File: config.mk
export PLATFORM = sky130hd
export DESIGN_NAME = core_top
export DESIGN_NICKNAME = d
export VERILOG_FILES = /design/src/core_pkg.sv /design/src/core_top.sv /design/src/pixel_fetch.sv /design/src/rom_loader.sv /design/src/video_out.sv /design/src/video_timing.sv
export SDC_FILE = /design/constraint.sdc
export NUM_CORES = 2
export LEC_CHECK = 0
export BUFFER_PORTS_ARGS = -buffer_cell sky130_fd_sc_hd__buf_2
export CAP_MARGIN = 10
export CORE_ASPECT_RATIO = 1.75
export CORE_MARGIN = 5
export CORE_UTILIZATION = 34
export CTS_CLUSTER_SIZE = 12
export DETAILED_ROUTE_END_ITERATION = 8
export PLACE_DENSITY = 0.61
export SLEW_MARGIN = 20
export SYNTH_ARGS = -nofsm -noshare
export SYNTH_HDL_FRONTEND = slang
export SYNTH_SLANG_ARGS = --single-unit
File: constraint.sdc
create_clock -name clk -period 5.6 [get_ports clk]
set_clock_uncertainty 0.15 [all_clocks]
set_input_delay 0.28 -clock clk [delete_from_list [all_inputs] [get_ports clk]]
set_output_delay 0.28 -clock clk [all_outputs]
set_load 0.02 [all_outputs]
File: src/core_pkg.sv
`default_nettype none

package core_pkg;

    // raster geometry, counted in pixel clock enables
    localparam int h_total   = 32;
    localparam int h_visible = 24;
    localparam int v_total   = 20;
    localparam int v_visible = 16;

    // one rom byte per visible pixel
    localparam int rom_len = h_visible * v_visible;
    localparam int rom_aw  = $clog2(rom_len);

    // ioctl address bus width, as on the download port
    localparam int addr_w = 25;

    // raster position, both counters fit in five bits
    typedef struct packed {
        logic [4:0] h;
        logic [4:0] v;
    } pos_t;

    // write accepted by the loader, already range checked
    typedef struct packed {
        logic              valid;
        logic [rom_aw-1:0] addr;
        logic [7:0]        data;
    } rom_write_t;

    // pixel as it leaves the core, blanking travels with color
    typedef struct packed {
        logic       hb;
        logic       vb;
        logic [3:0] red;
        logic [3:0] green;
        logic [3:0] blue;
    } video_t;

endpackage

`default_nettype wire

File: src/core_top.sv
`timescale 1ns/1ps
`default_nettype none

module core_top import core_pkg::*; (
    input  logic              clk,
    input  logic              reset,
    input  logic              downloading,
    input  logic              ioctl_wr,
    input  logic [addr_w-1:0] ioctl_addr,
    input  logic [7:0]        ioctl_dout,
    output logic              pxl_cen,
    output video_t            video,
    output logic [31:0]       frame_cnt,
    output logic              led
);

    rom_write_t rom_write;
    logic       loaded;
    pos_t       pos;
    logic       hb;
    logic       vb;
    logic [7:0] pixel;

    rom_loader u_loader (
        .clk         ( clk         ),
        .reset       ( reset       ),
        .downloading ( downloading ),
        .ioctl_wr    ( ioctl_wr    ),
        .ioctl_addr  ( ioctl_addr  ),
        .ioctl_dout  ( ioctl_dout  ),
        .rom_write   ( rom_write   ),
        .loaded      ( loaded      )
    );

    video_timing u_timing (
        .clk     ( clk     ),
        .reset   ( reset   ),
        .pxl_cen ( pxl_cen ),
        .pos     ( pos     ),
        .hb      ( hb      ),
        .vb      ( vb      )
    );

    pixel_fetch u_fetch (
        .clk       ( clk       ),
        .reset     ( reset     ),
        .pxl_cen   ( pxl_cen   ),
        .pos       ( pos       ),
        .rom_write ( rom_write ),
        .loaded    ( loaded    ),
        .pixel     ( pixel     )
    );

    // raw blanking goes here, video_out aligns it with the pixel
    video_out u_out (
        .clk       ( clk       ),
        .reset     ( reset     ),
        .pxl_cen   ( pxl_cen   ),
        .hb        ( hb        ),
        .vb        ( vb        ),
        .pixel     ( pixel     ),
        .loaded    ( loaded    ),
        .video     ( video     ),
        .frame_cnt ( frame_cnt ),
        .led       ( led       )
    );

endmodule

`default_nettype wire

File: src/pixel_fetch.sv
`timescale 1ns/1ps
`default_nettype none

module pixel_fetch import core_pkg::*; (
    input  logic       clk,
    input  logic       reset,
    input  logic       pxl_cen,
    input  pos_t       pos,
    input  rom_write_t rom_write,
    input  logic       loaded,
    output logic [7:0] pixel
);

    logic [7:0]        mem [0:rom_len-1];
    logic              visible;
    logic [rom_aw-1:0] rd_addr;

    // pattern ram, filled straight from the loader
    always_ff @(posedge clk) begin
        if (rom_write.valid) begin
            mem[rom_write.addr] <= rom_write.data;
        end
    end

    assign visible = (pos.h < 5'(h_visible)) && (pos.v < 5'(v_visible));

    // row major, one byte per visible pixel
    assign rd_addr = rom_aw'(pos.v * h_visible + pos.h);

    // read is only done for visible positions so rd_addr stays in range
    always_ff @(posedge clk) begin
        if (reset) begin
            pixel <= 8'h00;
        end else if (pxl_cen) begin
            if (visible && loaded) begin
                pixel <= mem[rd_addr];
            end else begin
                pixel <= 8'h00;
            end
        end
    end

    // loader filtering keeps every ram write inside the image
    ram_write_in_range: assert property (
        @(posedge clk) disable iff (reset)
        rom_write.valid |-> (rom_write.addr < rom_aw'(rom_len))
    ) else $error("pattern ram write outside the image");

endmodule

`default_nettype wire

File: src/rom_loader.sv
`timescale 1ns/1ps
`default_nettype none

module rom_loader import core_pkg::*; (
    input  logic              clk,
    input  logic              reset,
    input  logic              downloading,
    input  logic              ioctl_wr,
    input  logic [addr_w-1:0] ioctl_addr,
    input  logic [7:0]        ioctl_dout,
    output rom_write_t        rom_write,
    output logic              loaded
);

    logic              dl_prev;
    logic              dl_rise;
    logic              dl_fall;
    logic              accept;
    logic [rom_aw-1:0] cnt;
    logic [rom_aw-1:0] cnt_base;

    assign dl_rise = downloading && !dl_prev;
    assign dl_fall = !downloading && dl_prev;

    // only bytes inside the image reach the pattern ram
    assign accept = ioctl_wr && downloading && (ioctl_addr < addr_w'(rom_len));

    // a new download starts counting from zero, even on its first cycle
    assign cnt_base = dl_rise ? '0 : cnt;

    always_ff @(posedge clk) begin
        if (reset) begin
            rom_write.valid <= 1'b0;
        end else begin
            rom_write.valid <= accept;
            rom_write.addr  <= ioctl_addr[rom_aw-1:0];
            rom_write.data  <= ioctl_dout;
        end
    end

    // counter only moves when the address matches the running count,
    // so repeated or out of order bytes do not inflate it
    always_ff @(posedge clk) begin
        if (reset) begin
            dl_prev <= 1'b0;
            cnt     <= '0;
            loaded  <= 1'b0;
        end else begin
            dl_prev <= downloading;
            if (accept && ioctl_addr == addr_w'(cnt_base)) begin
                cnt <= cnt_base + 1'b1;
            end else begin
                cnt <= cnt_base;
            end
            if (dl_rise) begin
                loaded <= 1'b0;
            end else if (dl_fall) begin
                loaded <= (cnt == rom_aw'(rom_len));
            end
        end
    end

    // the download port only strobes inside a download window
    wr_inside_download: assert property (
        @(posedge clk) disable iff (reset)
        ioctl_wr |-> downloading
    ) else $error("ioctl_wr seen while downloading is low");

endmodule

`default_nettype wire

File: src/video_out.sv
`timescale 1ns/1ps
`default_nettype none

module video_out import core_pkg::*; (
    input  logic        clk,
    input  logic        reset,
    input  logic        pxl_cen,
    input  logic        hb,
    input  logic        vb,
    input  logic [7:0]  pixel,
    input  logic        loaded,
    output video_t      video,
    output logic [31:0] frame_cnt,
    output logic        led
);

    logic hb_d;
    logic vb_d;
    logic vb_rise;

    // video.vb goes high on this edge
    assign vb_rise = pxl_cen && vb_d && !video.vb;

    // blanking waits one pxl_cen step for the fetched byte, then both register together
    always_ff @(posedge clk) begin
        if (reset) begin
            hb_d        <= 1'b1;
            vb_d        <= 1'b1;
            video.hb    <= 1'b1;
            video.vb    <= 1'b1;
            video.red   <= 4'h0;
            video.green <= 4'h0;
            video.blue  <= 4'h0;
        end else if (pxl_cen) begin
            hb_d        <= hb;
            vb_d        <= vb;
            video.hb    <= hb_d;
            video.vb    <= vb_d;
            video.red   <= pixel[3:0];
            video.green <= pixel[7:4];
            video.blue  <= {pixel[7:6], pixel[1:0]};
        end
    end

    always_ff @(posedge clk) begin
        if (reset) begin
            frame_cnt <= 32'd0;
        end else if (vb_rise) begin
            frame_cnt <= frame_cnt + 32'd1;
        end
    end

    // busy led, low until a full image is in
    always_ff @(posedge clk) begin
        if (reset) begin
            led <= 1'b0;
        end else begin
            led <= loaded;
        end
    end

    // the fetch must zero blanked positions in step with this delay
    black_in_blank: assert property (
        @(posedge clk) disable iff (reset)
        (video.hb || video.vb) |-> ({video.red, video.green, video.blue} == '0)
    ) else $error("color output during blanking");

endmodule

`default_nettype wire

File: src/video_timing.sv
`timescale 1ns/1ps
`default_nettype none

module video_timing import core_pkg::*; (
    input  logic clk,
    input  logic reset,
    output logic pxl_cen,
    output pos_t pos,
    output logic hb,
    output logic vb
);

    logic cen_div;
    logic line_end;
    logic frame_end;

    // divide by two, pxl_cen is the registered phase of the divider
    always_ff @(posedge clk) begin
        if (reset) begin
            cen_div <= 1'b0;
            pxl_cen <= 1'b0;
        end else begin
            cen_div <= ~cen_div;
            pxl_cen <= cen_div;
        end
    end

    assign line_end  = (pos.h == 5'(h_total - 1));
    assign frame_end = (pos.v == 5'(v_total - 1));

    // position counters, frame starts at the top left visible pixel
    always_ff @(posedge clk) begin
        if (reset) begin
            pos <= '0;
        end else if (pxl_cen) begin
            if (line_end) begin
                pos.h <= '0;
                if (frame_end) begin
                    pos.v <= '0;
                end else begin
                    pos.v <= pos.v + 1'b1;
                end
            end else begin
                pos.h <= pos.h + 1'b1;
            end
        end
    end

    // blanking lines up with pos, video_out adds the fetch delay
    assign hb = (pos.h >= 5'(h_visible));
    assign vb = (pos.v >= 5'(v_visible));

    // half rate enable, never two in a row
    cen_half_rate: assert property (
        @(posedge clk) disable iff (reset)
        pxl_cen |=> !pxl_cen
    ) else $error("pxl_cen high on consecutive clocks");

endmodule

`default_nettype wire

# After elaboration in Yosys (flattened, before gate mapping)
# Memory sizes are Yosys's and may differ from the RTL's.
# Cells that the tools add are included.
# classes
muxes,7
n_lt_le_gt_ge,5
bitwise_logic,1
n_mul,1
n_eq_ne,4
n_reduce_logical,14
addsub,5
# op_table
op,count
32-bit by 1-bit adder with 32-bit output (second input constant),1
25-bit by 9-bit == test with 1-bit output,1
25-bit by 9-bit < comparator with 1-bit output (second input constant),1
9-bit 2-to-1 mux,2
5-bit by 1-bit adder with 5-bit output (second input constant),2
5-bit == test (second input constant),2
5-bit >= comparator (second input constant),2
5-bit < comparator (second input constant),2
5-bit 2-to-1 mux,2
9-bit by 1-bit adder with 9-bit output (second input constant),1
9-bit by 5-bit adder with 9-bit output,1
9-bit == test (second input constant),1
1-bit logical AND,9
8-bit 2-to-1 mux,1
5-bit by 2-bit multiplier with 6-bit output (second input constant),1
1-bit zero test,3
1-bit 2-to-1 mux,2
2-bit AND reduction,1
2-bit OR reduction,1
1-bit inverter,1
# word_totals
input_bits,37
memories,1
ram_bits,3072
ff_bits,98
wordCells,58
# memory_table
memory,words,width,rd,rd_ports_with_merged_regs,wr,line_no,source
u_fetch.mem,384,8,1,0,1,pixel_fetch.sv:14,logic [7:0] mem [0:rom_len-1];

# Depth between registers and ports, before layout
# logic_depth
ltp_word,6
ltp_mapped,14
ltp_nobuf,10

# By module
# A second synthesis with hierarchy kept.
# hier_totals
cells_unflattened,6393
hier_area_um2,125043.7
# by_module_without_submodules
mod,n_inst,cells_each,area_each_um2
pixel_fetch,1,5974,121062.4
video_out,1,216,1975.6
rom_loader,1,136,1410.1
video_timing,1,67,595.6

# Least setup slack after synthesis
# Ideal clock, no wire load.
# synth_path
kind,reg2reg
start,register u_loader.rom_write[0] (netlist name)
end,"memory u_fetch.mem[0][0], data pin"
path_slack_ns,-0.369
t_arrival_ns,4.693
path_stages_with_launch,1
period_less_slack_ns,5.969
cell_sequence,edfxtp_1
# synth_lines
item,line_no
end: declaration,pixel_fetch.sv:14
# Straight into the memory's write port.

# Worst setup path in the final report
# layout_path
start,register u_timing.pos[0] (netlist name)
end,register u_fetch.pixel[1]
# layout_via
elab_chain_len,4
elab_cells_between_ends,7
cone_classes,add/sub (1); mul (1); order compare (1); mux (1); reduce/logical (2); memory (1)
# layout_rtl
item,line_no,source
5-bit by 2-bit multiplier with 6-bit output / 5-bit < comparator (equally long branches),"pixel_fetch.sv:28, pixel_fetch.sv:25",
9-bit by 5-bit adder with 9-bit output / 1-bit logical AND (equally long branches),"pixel_fetch.sv:28, pixel_fetch.sv:25",
memory 384 x 8 bit / 1-bit logical AND (equally long branches),n/a,
8-bit 2-to-1 mux (*),pixel_fetch.sv:35,if (visible && loaded) begin
end signal: assignment,pixel_fetch.sv:36,pixel <= mem[rd_addr];
end: declaration,pixel_fetch.sv:11,output logic [7:0] pixel
# Every way passes the cells marked *; elsewhere a longest branch is shown, timed or not.
# A chain may end at the register's enable or synchronous reset.

==> flow_metrics.py <==
metrics = {
    "setup_path": {
        "cp-end-kind": "flip-flop",
        "cp-start-kind": "flip-flop",
        "worstSetupPathType": "reg -> reg",
        "worst_ep_arrival_time_ns": 5.34,
        "cp_data_required_time_ns": 6.19,
        "worstPathMaxFanout": 13,
    },
    "pwr": {
        "p_comb_share_pct": 4.1,
        "leakagePower_nw": 41.1,
        "p_switching_mw": 9.84,
        "internal_power_mw": 36.9,
        "peakVddDrop_uv": 222,
        "power_density_nw_per_um2": 337,
        "swShare_pct": 21.0,
        "p_seq_share_pct": 56.1,
        "clkPwrFrac_pct": 39.8,
    },
    "timing": {
        "setup_viol": 0,
        "period_share_pct": 84.7,
        "worst_hold_slack_ns": 0.0749,
        "fin_crit_ns": 4.75,
        "hold_viol": 0,
        "setup_tns_ns": 0,
        "slew_viol_final": 0,
        "worstMarginPinSlew_ns": 1.40,
        "fin_ws_ns": 0.855,
        "rsz0062_at_grt": "no",
        "fmax_mhz": 211,
        "slew_headroom_pct": 6.43,
    },
    "global_route": {
        "antenna_found_initial": 8,
        "grt_max_degree": 170,
        "grt_pass1_vias": 64100,
        "grt_use_total_pct": 18.3,
        "grt-ovfl-total": 0,
        "grt_pass1_wl_um": 496000,
    },
    "synthesis": {
        "synth_area_sq_um": 124000,
        "ys_warn_count": 0,
        "synth_area_leaders": "edfxtp_1, mux4_2, mux2i_1, nor2_1, dfxtp_1",
        "synth-seq-area-share_pct": 76.3,
        "yosysTopAreaCellShare_pct": 75.1,
        "ys_async_sr_fraction_pct": 0,
        "synthDistinctLibCells": 79,
        "yosysTopAreaCell": "edfxtp_1",
        "synth_top_flop_cell": "edfxtp_1",
        "syn_nets": 5981,
        "ys_ff_latch": 3166,
        "synth-edff-count": 3089,
        "syn_inst": 5929,
        "syn_area_per_cell_sq_um": 20.8,
    },
    "clock_network": {
        "cts_root_buffer": "clkbuf_16",
        "clkSinkCount": 3166,
        "htreeDepth": 5,
        "cts_setup_buffers": 0,
        "hold_buffers": 38,
        "cts_buffers": 307,
        "cts_resized": 0,
        "cts_tree": "built",
        "path_clk_slew_ns": 0.06,
        "cts_max_path_buffers": 4,
        "clk_latency_ns": 0.88,
    },
    "finish": {
        "area_growth_pct": 12.2,
        "layout-drive-gt1-share_pct": 22.5,
        "layout.cells.most_common": "edfxtp_1",
        "nets": 6230,
        "n_fill_cell": 32300,
        "layout_common_cells": "edfxtp_1, mux4_2, nor2_1, clkbuf_16, mux2i_1",
    },
    "drt": {
        "via_per_inst": 5.63,
        "num_vias": 62000,
        "routedWlPerCell_um": 32.0,
        "drt_iter0_markers": 6917,
        "dr.pass1.iters": 6,
        "ant_nets": 0,
        "totalWireLength_um": 352000,
        "drc": 0,
    },
    "place": {
        "gp_congestion": 0.888,
        "post-place-ws_ns": 0.949,
        "portBuffers": 84,
        "hpwl_um": 218000,
    },
    "floorplan": {
        "die_area_sq_um": 376000,
        "coreArea_sq_um": 363000,
        "die_h_um": 808,
        "fp.dieW_um": 466,
        "start_util_pct": 34.0,
        "ios": 85,
        "num_rows": 293,
    },
    "outcome": {
        "status": "complete, no violations",
    },
    "job": {
        "cap_viol_max_count": 0,
    },
    "worst_hold_path": {
        "hold_path.class": "in -> reg",
    },
}
==> metal layers <==
metal | up-vias | global-route usage [%] | wire length [um]
met2 | 2777 | 32.9 | 186000
met4 | 6 | 11.4 | 25800
li1 | 25000 | - | -
met1 | 33400 | 20.4 | 119000
met5 | - | 0 | 46
met3 | 802 | 2.51 | 20800
==> synth_stat cells, types with 9 or more instances <==
| master | count |
|---|---|
| edfxtp_1 | 3089 |
| mux4_2 | 761 |
| nor2_1 | 490 |
| mux2i_1 | 233 |
| clkbuf_1 | 167 |
| nand2_1 | 150 |
| a221oi_1 | 88 |
| dfxtp_1 | 77 |
| a22oi_1 | 75 |
| buf_2 | 75 |
| o21ai_0 | 75 |
| a21oi_1 | 70 |
| nand3_1 | 68 |
| buf_6 | 50 |
| buf_4 | 29 |
| a31oi_1 | 27 |
| buf_1 | 25 |
| and3_1 | 24 |
| xor2_1 | 23 |
| nor3_1 | 22 |
| inv_1 | 21 |
| o22ai_1 | 21 |
| and2_1 | 19 |
| nand4_1 | 18 |
| nor2b_1 | 14 |
| ha_1 | 13 |
| o211ai_1 | 13 |
| a211oi_1 | 12 |
| xnor2_1 | 12 |
| a2111oi_0 | 9 |
| nand2b_1 | 9 |
| nor4_1 | 9 |
| or3_1 | 9 |
==> kinds of logic (layout without fill, tap and decap cells) <==
kind of cell,after synthesis,in the layout,synth area share [%]
mux,1001,1001,15.8
flops,3166,3166,76.3
buf+inv,380,717,1.73
compound gates,463,463,2.63
xor+xnor,37,37,0.285
simple gates,867,867,3.06
fa+ha+maj,15,15,0.164
other cells,0,10,0
==> final timing paths <==
path                    startpoint                      to  slack (ns)  cells after the start
setup / recovery   u_timing.pos[0]        u_fetch.pixel[1]        0.85                     10
hold / removal       ioctl_addr[3]  u_loader.rom_write[11]        0.07                      2
setup reg to reg   u_timing.pos[0]        u_fetch.pixel[1]        0.85                     10
hold reg to reg   u_timing.cen_div        u_timing.cen_div        0.26                      1
==> sequential cells by signal, summed over array words and instances, names as in the netlist <==
signal / flops
u_loader.rom_write: 18
u_out.frame_cnt: 32
u_loader.cnt: 9
u_fetch.pixel: 8
u_out.hb_d: 1
u_timing.pos: 10
u_timing.pxl_cen: 1
u_out.led: 1
u_out.vb_d: 1
u_loader.loaded: 1
u_timing.cen_div: 1
u_fetch.mem: 3072
u_out.video: 10
u_loader.dl_prev: 1
==> power groups by stage <==
| stage | Sequential (mW) | Clock [mW] | Combinational (mW) |
|---|---|---|---|
| after floorplan | 27.1 | 0 | 0.925 |
| after global placement | 26.7 | 0 | 1.87 |
| after detailed placement | 26.7 | 0 | 1.92 |
| after CTS | 26.2 | 18.9 | 1.94 |
| after global routing | 26.2 | 19.8 | 2.01 |
| final | 26.2 | 18.6 | 1.91 |
==> final cells by class <==
class / instances / area (sq um) / share of cell area, %
flip-flops and latches: 3166 / 94300 / 68.0
multi-input cells: 2383 / 27400 / 19.7
clock buffers: 381 / 8110 / 5.85
well taps: 4720 / 5910 / 4.26
repair buffers: 297 / 2680 / 1.93
clock inverters: 16 / 181 / 0.131
inverters: 23 / 96.3 / 0.0695
diodes: 10 / 25.0 / 0.0180
==> critical path: stages (launching register included) <==
cell      delay (ns)
dfxtp_1         0.51
inv_1           0.10
ha_1            0.36
fa_4            0.51
xor2_4          0.62
nand2_1         0.81
a21oi_1         0.34
nand3_1         0.21
a31oi_1         0.45
a211o_1         0.38
o211ai_1        0.14
==> stage by stage <==
step                cells  instance area, sq um  power [mW]  util (%)
floorplan            5929                124000        28.1         -
global placement    10600                130000        28.6      35.8
detailed placement  10600                130000        28.7      35.8
CTS                 11000                139000        47.1      38.2
global route        11000                139000        48.0      38.2
finish              11000                139000        46.8      38.2
Note: power is estimated with default switching activity, not from simulation.
